[src/hdl/store_buffer_pkg.sv]
// shared widths, queue depths and the physical address decode, imported by every store buffer block
package store_buffer_pkg;

    // ----------------------------------------------------------------------
    // datapath widths
    // ----------------------------------------------------------------------
    localparam int ADDR_W = 32;
    localparam int DATA_W = 64;
    localparam int BE_W = 8;
    localparam int SIZE_W = 2;

    // queue depths, both are powers of two so the pointers wrap by themselves
    localparam int DEPTH_SPEC = 4;
    localparam int DEPTH_COMMIT = 4;
    localparam int SPEC_PTR_W = $clog2(DEPTH_SPEC);
    localparam int COMMIT_PTR_W = $clog2(DEPTH_COMMIT);
    // counters need one more bit than the pointers to tell full from empty
    localparam int SPEC_CNT_W = SPEC_PTR_W + 1;
    localparam int COMMIT_CNT_W = COMMIT_PTR_W + 1;

    // ----------------------------------------------------------------------
    // address split for the data cache and for the load/store page check
    // ----------------------------------------------------------------------
    localparam int DCACHE_INDEX_W = 12;
    localparam int DCACHE_TAG_W = 20;
    localparam int PAGE_OFFSET_W = 12;
    // offsets are compared at double-word granularity
    localparam int WORD_OFFSET_LSB = 3;
    localparam int DW_OFFSET_W = PAGE_OFFSET_W - WORD_OFFSET_LSB;

    // one physical address, seen either by the cache or by the page checker
    typedef union packed {
        // the cache port wants the tag above the set index
        struct packed {
            logic [DCACHE_TAG_W-1:0]   tag;
            logic [DCACHE_INDEX_W-1:0] index;
        } cache;
        // the page view isolates the double-word offset used for matching
        struct packed {
            logic [ADDR_W-PAGE_OFFSET_W-1:0] frame;
            logic [DW_OFFSET_W-1:0]          dw_offset;
            logic [WORD_OFFSET_LSB-1:0]      byte_offset;
        } page;
    } store_addr_t;

endpackage
[src/hdl/store_xfer_if.sv]
// hand-over of a committed store and of the speculative offset match from the speculative to the commit queue
interface store_xfer_if
    import store_buffer_pkg::*;
();

    // strobe, the head entry moves to the commit queue at this edge
    logic              commit;
    // head entry of the speculative queue
    store_addr_t       addr;
    logic [DATA_W-1:0] data;
    logic [BE_W-1:0]   be;
    logic [SIZE_W-1:0] size;
    // load offset hits a speculative entry or the store being presented
    logic              spec_match;

    // the speculative queue drives every field
    modport source (
        output commit, addr, data, be, size, spec_match
    );

    // the commit queue captures the entry and merges the match
    modport sink (
        input commit, addr, data, be, size, spec_match
    );

endinterface

[src/hdl/store_buffer.sv]
// store buffer top level, joins the speculative and the commit queue for the load/store unit
module store_buffer
    import store_buffer_pkg::*;
(
    input  logic                      clk_i,
    input  logic                      rst_ni,
    input  logic                      flush_i,

    // core side, all strobes
    input  logic                      valid_i,
    input  logic                      valid_without_flush_i,
    input  logic                      commit_i,
    input  store_addr_t               paddr_i,
    input  logic [DATA_W-1:0]         data_i,
    input  logic [BE_W-1:0]           be_i,
    input  logic [SIZE_W-1:0]         data_size_i,
    output logic                      ready_o,
    output logic                      commit_ready_o,

    // load offset check and drain status
    input  logic [PAGE_OFFSET_W-1:0]  page_offset_i,
    output logic                      page_offset_matches_o,
    output logic                      no_st_pending_o,
    output logic                      store_buffer_empty_o,

    // data cache write port, request held until granted
    input  logic                      data_gnt_i,
    output logic                      data_req_o,
    output logic [DCACHE_INDEX_W-1:0] address_index_o,
    output logic [DCACHE_TAG_W-1:0]   address_tag_o,
    output logic [DATA_W-1:0]         data_wdata_o,
    output logic [BE_W-1:0]           data_be_o,
    output logic [SIZE_W-1:0]         data_size_o
);

    // ----------------------------------------------------------------------
    // queue interconnect
    // ----------------------------------------------------------------------
    store_xfer_if xfer_if ();
    logic spec_empty;

    spec_queue u_spec (
        .clk_i                 (clk_i),
        .rst_ni                (rst_ni),
        .flush_i               (flush_i),
        .valid_i               (valid_i),
        .valid_without_flush_i (valid_without_flush_i),
        .commit_i              (commit_i),
        .paddr_i               (paddr_i),
        .data_i                (data_i),
        .be_i                  (be_i),
        .data_size_i           (data_size_i),
        .page_offset_i         (page_offset_i),
        .ready_o               (ready_o),
        .spec_empty_o          (spec_empty),
        .xfer                  (xfer_if.source)
    );

    // the commit queue also owns the cache port and the merged status
    commit_queue u_commit (
        .clk_i                 (clk_i),
        .rst_ni                (rst_ni),
        .page_offset_i         (page_offset_i),
        .spec_empty_i          (spec_empty),
        .data_gnt_i            (data_gnt_i),
        .commit_ready_o        (commit_ready_o),
        .no_st_pending_o       (no_st_pending_o),
        .store_buffer_empty_o  (store_buffer_empty_o),
        .page_offset_matches_o (page_offset_matches_o),
        .data_req_o            (data_req_o),
        .address_index_o       (address_index_o),
        .address_tag_o         (address_tag_o),
        .data_wdata_o          (data_wdata_o),
        .data_be_o             (data_be_o),
        .data_size_o           (data_size_o),
        .xfer                  (xfer_if.sink)
    );

endmodule

[src/hdl/commit_queue.sv]
// non-speculative store queue, drains committed stores in order to the data cache write port
module commit_queue
    import store_buffer_pkg::*;
(
    input  logic                      clk_i,
    input  logic                      rst_ni,
    input  logic [PAGE_OFFSET_W-1:0]  page_offset_i,
    input  logic                      spec_empty_i,
    input  logic                      data_gnt_i,
    output logic                      commit_ready_o,
    output logic                      no_st_pending_o,
    output logic                      store_buffer_empty_o,
    output logic                      page_offset_matches_o,
    output logic                      data_req_o,
    output logic [DCACHE_INDEX_W-1:0] address_index_o,
    output logic [DCACHE_TAG_W-1:0]   address_tag_o,
    output logic [DATA_W-1:0]         data_wdata_o,
    output logic [BE_W-1:0]           data_be_o,
    output logic [SIZE_W-1:0]         data_size_o,
    store_xfer_if.sink                xfer
);

    // payload storage, filled from the speculative head on each commit
    store_addr_t       addr_q [DEPTH_COMMIT];
    logic [DATA_W-1:0] data_q [DEPTH_COMMIT];
    logic [BE_W-1:0]   be_q   [DEPTH_COMMIT];
    logic [SIZE_W-1:0] size_q [DEPTH_COMMIT];

    logic [DEPTH_COMMIT-1:0] valid_q;
    logic [COMMIT_PTR_W-1:0] rd_ptr_q;
    logic [COMMIT_PTR_W-1:0] wr_ptr_q;
    logic [COMMIT_CNT_W-1:0] commit_cnt_q;

    // head accepted by the cache in this cycle
    logic retire;
    // the load offset hits a committed store
    logic commit_match;
    logic [DW_OFFSET_W-1:0] load_dw_offset;

    // ----------------------------------------------------------------------
    // status flags
    // ----------------------------------------------------------------------
    assign commit_ready_o = (commit_cnt_q < COMMIT_CNT_W'(DEPTH_COMMIT));
    // nothing is pending once every committed store reached the cache
    assign no_st_pending_o = (commit_cnt_q == '0);
    assign store_buffer_empty_o = spec_empty_i && no_st_pending_o;

    // ----------------------------------------------------------------------
    // cache write port
    // ----------------------------------------------------------------------
    // the head stays put until granted, so the fields are stable while waiting
    assign data_req_o = valid_q[rd_ptr_q];
    assign retire = data_req_o && data_gnt_i;

    assign address_index_o = addr_q[rd_ptr_q].cache.index;
    assign address_tag_o = addr_q[rd_ptr_q].cache.tag;
    assign data_wdata_o = data_q[rd_ptr_q];
    assign data_be_o = be_q[rd_ptr_q];
    assign data_size_o = size_q[rd_ptr_q];

    // ----------------------------------------------------------------------
    // pointers, valid bits and the entry count
    // ----------------------------------------------------------------------
    always_ff @(posedge clk_i or negedge rst_ni) begin
        if (!rst_ni) begin
            valid_q <= '0;
            rd_ptr_q <= '0;
            wr_ptr_q <= '0;
            commit_cnt_q <= '0;
        end else begin
            // a transfer only arrives while there is room, so no slot is overwritten
            if (xfer.commit) begin
                valid_q[wr_ptr_q] <= 1'b1;
                wr_ptr_q <= wr_ptr_q + 1'b1;
            end
            if (retire) begin
                valid_q[rd_ptr_q] <= 1'b0;
                rd_ptr_q <= rd_ptr_q + 1'b1;
            end
            case ({xfer.commit, retire})
                2'b10: commit_cnt_q <= commit_cnt_q + 1'b1;
                2'b01: commit_cnt_q <= commit_cnt_q - 1'b1;
                default: commit_cnt_q <= commit_cnt_q;
            endcase
        end
    end

    always_ff @(posedge clk_i) begin
        if (xfer.commit) begin
            addr_q[wr_ptr_q] <= xfer.addr;
            data_q[wr_ptr_q] <= xfer.data;
            be_q[wr_ptr_q] <= xfer.be;
            size_q[wr_ptr_q] <= xfer.size;
        end
    end

    // ----------------------------------------------------------------------
    // page offset check
    // ----------------------------------------------------------------------
    assign load_dw_offset = page_offset_i[PAGE_OFFSET_W-1:WORD_OFFSET_LSB];

    always_comb begin
        commit_match = 1'b0;
        for (int i = 0; i < DEPTH_COMMIT; i++) begin
            if (valid_q[i] && (addr_q[i].page.dw_offset == load_dw_offset)) begin
                commit_match = 1'b1;
            end
        end
    end

    // a load must wait if any older store, speculative or not, may overlap
    assign page_offset_matches_o = commit_match || xfer.spec_match;

endmodule

[src/hdl/spec_queue.sv]
// speculative store queue, accepts stores from the core and hands them to the commit queue on commit
module spec_queue
    import store_buffer_pkg::*;
(
    input  logic                     clk_i,
    input  logic                     rst_ni,
    input  logic                     flush_i,
    input  logic                     valid_i,
    input  logic                     valid_without_flush_i,
    input  logic                     commit_i,
    input  store_addr_t              paddr_i,
    input  logic [DATA_W-1:0]        data_i,
    input  logic [BE_W-1:0]          be_i,
    input  logic [SIZE_W-1:0]        data_size_i,
    input  logic [PAGE_OFFSET_W-1:0] page_offset_i,
    output logic                     ready_o,
    output logic                     spec_empty_o,
    store_xfer_if.source             xfer
);

    // payload storage, written on push and never cleared
    store_addr_t       addr_q [DEPTH_SPEC];
    logic [DATA_W-1:0] data_q [DEPTH_SPEC];
    logic [BE_W-1:0]   be_q   [DEPTH_SPEC];
    logic [SIZE_W-1:0] size_q [DEPTH_SPEC];

    // per-entry valid bits, these take part in the offset check
    logic [DEPTH_SPEC-1:0] valid_q;
    logic [SPEC_PTR_W-1:0] rd_ptr_q;
    logic [SPEC_PTR_W-1:0] wr_ptr_q;
    logic [SPEC_CNT_W-1:0] spec_cnt_q;

    // double-word part of the load's page offset
    logic [DW_OFFSET_W-1:0] load_dw_offset;

    // ----------------------------------------------------------------------
    // core side status
    // ----------------------------------------------------------------------
    // one slot is kept in reserve, a commit in the same cycle frees one again
    assign ready_o = (spec_cnt_q < SPEC_CNT_W'(DEPTH_SPEC - 1)) || commit_i;
    assign spec_empty_o = (spec_cnt_q == '0);

    // ----------------------------------------------------------------------
    // pointers, valid bits and the entry count
    // ----------------------------------------------------------------------
    always_ff @(posedge clk_i or negedge rst_ni) begin
        if (!rst_ni) begin
            valid_q <= '0;
            rd_ptr_q <= '0;
            wr_ptr_q <= '0;
            spec_cnt_q <= '0;
        end else if (flush_i) begin
            // everything still speculative is dropped, a push in this cycle too
            valid_q <= '0;
            wr_ptr_q <= rd_ptr_q;
            spec_cnt_q <= '0;
        end else begin
            if (valid_i) begin
                valid_q[wr_ptr_q] <= 1'b1;
                wr_ptr_q <= wr_ptr_q + 1'b1;
            end
            // the entry left behind must no longer match loads
            if (commit_i) begin
                valid_q[rd_ptr_q] <= 1'b0;
                rd_ptr_q <= rd_ptr_q + 1'b1;
            end
            case ({valid_i, commit_i})
                2'b10: spec_cnt_q <= spec_cnt_q + 1'b1;
                2'b01: spec_cnt_q <= spec_cnt_q - 1'b1;
                default: spec_cnt_q <= spec_cnt_q;
            endcase
        end
    end

    always_ff @(posedge clk_i) begin
        if (valid_i) begin
            addr_q[wr_ptr_q] <= paddr_i;
            data_q[wr_ptr_q] <= data_i;
            be_q[wr_ptr_q] <= be_i;
            size_q[wr_ptr_q] <= data_size_i;
        end
    end

    // ----------------------------------------------------------------------
    // transfer towards the commit queue
    // ----------------------------------------------------------------------
    // the head is always presented, the strobe says when it is taken
    assign xfer.commit = commit_i;
    assign xfer.addr = addr_q[rd_ptr_q];
    assign xfer.data = data_q[rd_ptr_q];
    assign xfer.be = be_q[rd_ptr_q];
    assign xfer.size = size_q[rd_ptr_q];

    // ----------------------------------------------------------------------
    // page offset check over the speculative side
    // ----------------------------------------------------------------------
    assign load_dw_offset = page_offset_i[PAGE_OFFSET_W-1:WORD_OFFSET_LSB];

    always_comb begin
        // the store on the inputs counts even before it is written
        xfer.spec_match = valid_without_flush_i && (paddr_i.page.dw_offset == load_dw_offset);
        for (int i = 0; i < DEPTH_SPEC; i++) begin
            if (valid_q[i] && (addr_q[i].page.dw_offset == load_dw_offset)) begin
                xfer.spec_match = 1'b1;
            end
        end
    end

endmodule

[config.mk]
export PLATFORM = sky130hd
export DESIGN_NAME = store_buffer
export DESIGN_NICKNAME = d
export VERILOG_FILES = /design/src/hdl/store_buffer_pkg.sv /design/src/hdl/store_xfer_if.sv /design/src/hdl/store_buffer.sv /design/src/hdl/commit_queue.sv /design/src/hdl/spec_queue.sv
export SDC_FILE = /design/constraint.sdc
export NUM_CORES = 1
export LEC_CHECK = 0
export ABC_CLOCK_PERIOD_IN_PS = 3500
export BUFFER_PORTS_ARGS = -buffer_cell sky130_fd_sc_hd__buf_2
export CAP_MARGIN = 25
export CORE_ASPECT_RATIO = 1.2
export CORE_UTILIZATION = 35
export CTS_CLUSTER_DIAMETER = 80
export DETAILED_ROUTE_END_ITERATION = 8
export GPL_TIMING_DRIVEN = 0
export SLEW_MARGIN = 15
export SYNTH_ARGS = -nofsm -noshare
export SYNTH_HDL_FRONTEND = slang
export SYNTH_SLANG_ARGS = --single-unit
export TNS_END_PERCENT = 50
[constraint.sdc]
create_clock -name clk_i -period 3.5 [get_ports clk_i]
set_input_delay 0.175 -clock clk_i [delete_from_list [all_inputs] [get_ports clk_i]]
set_output_delay 0.175 -clock clk_i [all_outputs]
set_load 0.01 [all_outputs]
==> Implementation_results.wiki <==
{| class="wikitable"
! Metric !! Value
|-
| Initial core utilization || 35.4%
|-
| Die Y || 337 um
|-
| Via count of the first global-routing pass || 16600
|-
| Wire length of the first global-routing pass || 105000 um
|-
| Met1 routing resource usage after global routing || 18.1%
|-
| Cell type with the largest total area after synthesis || sky130_fd_sc_hd__edfxtp_1
|-
| Path depth of the worst reg2reg path || 10
|-
| Largest net degree at the start of global routing || 43
|-
| Share of cells above drive strength 1 || 34.4%
|-
| Final setup violation count || 0
|-
| Core Footprint || 92500 um^2
|-
| Total power density per cell area || 867 nW/um^2
|-
| Register bit count reported by yosys || 870
|-
| Share of power burned in the clock network || 27.0%
|-
| Portion of the clock cycle consumed by the worst path in the final layout || 94.1%
|-
| Final-layout fill cell count || 8013
|-
| Number of warnings reported in the yosys synthesis log || 0
|-
| Dominant register cell in the synthesized netlist || sky130_fd_sc_hd__edfxtp_1
|-
| Startpoint class of the critical path || register
|-
| Slew margin rel. || 43.3%
|-
| Post-route cell area || 39800 um^2
|-
| Count of final hold-check violations || 0
|-
| Post-route clock skew || 0.0215 ns
|-
| Die area || 94700 um^2
|-
| Critical path peak fanout || 10
|-
| Total Wirelength || 71400 um
|-
| Launch point of the worst reg-to-reg path || u_commit.rd_ptr_q[1]
|-
| Number of top-level pins || 237
|-
| Combinational group share of total power || 28.4%
|-
| Met2 routing resource usage after global routing || 27.8%
|-
| Met3 Usage GRT || 2.97%
|-
| Slowest Stage Delay on Critical Path || 0.67 ns
|-
| Post-detailed-route wirelength per cell || 23.1 um
|-
| Total count of max-transition violations in the final report || 0
|-
| Nets in the synthesized netlist || 1487
|-
| Reported net switching power || 10100 uW
|-
| Multi-input gate area || 6370 um^2
|-
| Average footprint of a synthesized cell || 24.4 um^2
|-
| Number of instances in the synthesized netlist || 1343
|-
| Most Frequent Cell on Critical Path || sky130_fd_sc_hd__buf_2
|-
| Via density per instance || 4.89
|-
| Crit Path Class || reg -> out
|-
| Switch share || 29.3%
|-
| Cell Area, Placed || 35900 um^2
|-
| Clock edge transition at the registers on the reported setup and hold paths || 0.06 ns
|-
| Number of buffers and inverters on the critical path || 4
|-
| Fin Hold WS || 0.0580 ns
|-
| Worst supply voltage drop on vdd || 460 uV
|-
| Die Width || 281 um
|-
| Internal || 24400 uW
|-
| Number of gates resized after CTS || 0
|-
| Routed Antenna Nets || 0
|-
| Drc violations || 0
|-
| Crit path max-delay family || buffers and inverters
|-
| Minimum clock period || 3.29 ns
|-
| Worst skew pair latency || 0.63 ns
|-
| Outcome || complete, no violations
|-
| Global-route total usage across every layer || 15.2%
|-
| Synthesis-to-layout area growth || 21.7%
|-
| Utilization after layout || 43.1%
|-
| Worst reg2reg path endpoint || u_commit.commit_cnt_q[2]
|-
| Residual overflow from global routing || 0
|-
| CTS tree || done
|-
| Reg-to-reg slack, setup || 0.85 ns
|-
| Max-cap check violation count || 0
|-
| Unrepaired setup endpoints after global routing || no
|-
| Number of buffers created by CTS || 87
|-
| Global route hottest layer || met2
|-
| Buffer cell driving the clock tree root || sky130_fd_sc_hd__clkbuf_16
|-
| Endpoint kind of the worst setup timing path || output port
|-
| Overall via count from detail_route || 15100
|-
| Sequence of cells on the critical path || buf_2 -> buf_4 -> clkbuf_1 -> mux4_2 -> buf_2
|-
| Num Clock Sinks || 870
|-
| Placed wire-length estimate || 44800 um
|-
| Maximum operating frequency || 304 MHz
|-
| Routability congestion estimate || 0.772
|-
| Hold/Removal Path Class || in -> async
|-
| Leakage || 0.0132 uW
|-
| Count of port buffers added during placement || 223
|-
| CTS Hold Buffers Added || 111
|-
| Number of setup buffers added after CTS || 0
|-
| Async set or reset register ratio after synthesis || 2.53%
|-
| Number of antenna violations at the first check in global routing || 3
|-
| Register area || 26000 um^2
|-
| Data arrival time of the critical path || 3.12 ns
|-
| Count of unique library cells instantiated by Yosys || 34
|-
| Number of cell rows || 122
|-
| Crit-path slowest cell || sky130_fd_sc_hd__clkbuf_1
|-
| Setup TNS after final layout || 0 ns
|-
| Sequential share of the synthesized area || 79.5%
|-
| Depth of the CTS H-tree || 3
|-
| Count of TritonRoute iterations in the first routing pass || 5
|-
| Largest cells by area after synthesis || sky130_fd_sc_hd__edfxtp_1 78%, sky130_fd_sc_hd__mux4_2 15%, sky130_fd_sc_hd__xor2_1 1.9%
|-
| Final-stage net count || 1926
|-
| Slew at the pin closest to its max-slew limit || 0.851 ns
|-
| CP Data Required Time || 3.32 ns
|-
| First DRT Iteration DRCs || 942
|-
| Commonest non-fill, non-tap cells in the layout || 848 x sky130_fd_sc_hd__edfxtp_1, 254 x sky130_fd_sc_hd__buf_2, 213 x sky130_fd_sc_hd__mux4_2, 111 x sky130_fd_sc_hd__dlygate4sd3_1, 87 x sky130_fd_sc_hd__clkbuf_16
|-
| Mapped cell area || 32700 um^2
|-
| Deepest clock path buffer count || 3
|-
| Proportion of netlist area held by the largest area contributor || 77.8%
|-
| Fraction of power consumed by sequential logic || 44.6%
|-
| Number of enable-type register cells in the synthesized netlist || 848
|-
| Leading cell type in the layout, fill and taps excluded || sky130_fd_sc_hd__edfxtp_1
|}
-- final cells by class --
type                    count  share of cell area (%)
diodes                      1                 0.00628
plain buffers              61                   0.776
clock buffers             101                    5.60
clock inverters            58                    1.62
inverters                  13                   0.122
multi-input cells         399                    16.0
flip-flops and latches    870                    65.3
well taps                1240                    3.89
repair buffers            350                    6.70
-- sequential cells by signal, indices dropped and copies added, names as in the netlist, 3 cells and up --
register / count
u_commit.size_q: 8
u_spec.spec_cnt_q: 3
u_spec.valid_q: 4
u_spec.be_q: 32
u_spec.addr_q: 128
u_spec.data_q: 256
u_commit.data_q: 256
u_spec.size_q: 8
u_commit.commit_cnt_q: 3
u_commit.be_q: 32
u_commit.addr_q: 128
u_commit.valid_q: 4
-- logic make-up (layout without fill, tap and decap cells) --
| kind of cell | Yosys count | in the layout | share of synthesized area [%] |
|---|---|---|---|
| buffers and inverters | 74 | 583 | 1.09 |
| AOI/OAI and AO/OA | 18 | 18 | 0.447 |
| muxes | 218 | 218 | 14.8 |
| DFF | 870 | 870 | 79.5 |
| adders and majority gates | 19 | 19 | 0.772 |
| xor gates and xnor gates | 90 | 90 | 2.43 |
| and+or+nand+nor | 54 | 54 | 0.952 |
| other | 0 | 1 | 0 |
-- synthesized netlist by cell type, types with 3 or more instances --
master	count
sky130_fd_sc_hd__edfxtp_1	848
sky130_fd_sc_hd__mux4_2	213
sky130_fd_sc_hd__xor2_1	71
sky130_fd_sc_hd__buf_2	31
sky130_fd_sc_hd__dfrtp_1	22
sky130_fd_sc_hd__clkbuf_1	18
sky130_fd_sc_hd__xnor2_1	18
sky130_fd_sc_hd__ha_1	17
sky130_fd_sc_hd__nor4_1	17
sky130_fd_sc_hd__inv_1	13
sky130_fd_sc_hd__nand4_1	10
sky130_fd_sc_hd__and2_1	9
sky130_fd_sc_hd__buf_4	7
sky130_fd_sc_hd__nand2_1	5
sky130_fd_sc_hd__nor2_1	5
sky130_fd_sc_hd__a21oi_1	4
sky130_fd_sc_hd__a2bb2oi_2	4
sky130_fd_sc_hd__mux2i_1	4
sky130_fd_sc_hd__o21a_1	4
sky130_fd_sc_hd__o21ai_0	4
sky130_fd_sc_hd__buf_1	3
-- power groups by stage --
stage | clock network [uW] | logic, uW | registers [uW]
2_1_floorplan | 0 | 6090 | 15500
6_report | 9330 | 9820 | 15400
3_5_place_dp | 0 | 10000 | 15600
3_3_place_gp | 0 | 9490 | 15800
5_1_grt | 9940 | 10600 | 15600
4_1_cts | 9560 | 10200 | 15400
-- how the worst max path moves through the flow --
stage                             to  slack (ns)                  from  cells past startpoint
3_3_place_gp   u_commit.data_q[1][9]       -3.01              commit_i                      3
5_1_grt             data_wdata_o[45]        0.03  u_commit.rd_ptr_q[1]                      5
3_5_place_dp        data_wdata_o[45]        0.77  u_commit.rd_ptr_q[1]                      5
2_1_floorplan    u_spec.addr_q[2][0]       -0.06    u_spec.wr_ptr_q[0]                      3
6_report            data_wdata_o[45]        0.21  u_commit.rd_ptr_q[1]                      5
4_1_cts             data_wdata_o[45]        0.05  u_commit.rd_ptr_q[1]                      5
-- metal layers --
metal	vias up	wire, um
met3	102	3630
li1	6550	-
met4	4	1470
met1	8090	28100
met5	-	27
met2	364	38200
-- stage by stage --
step           setup slack [ns]  power [uW]  instances
5_1_grt                  0.0320       36100       3092
3_5_place_dp              0.770       25600       2822
2_1_floorplan           -0.0621       21600       1343
4_1_cts                  0.0451       35100       3092
3_3_place_gp              -3.01       25300       2806
6_report                  0.207       34500       3093
(Power assumes the default switching activity.)
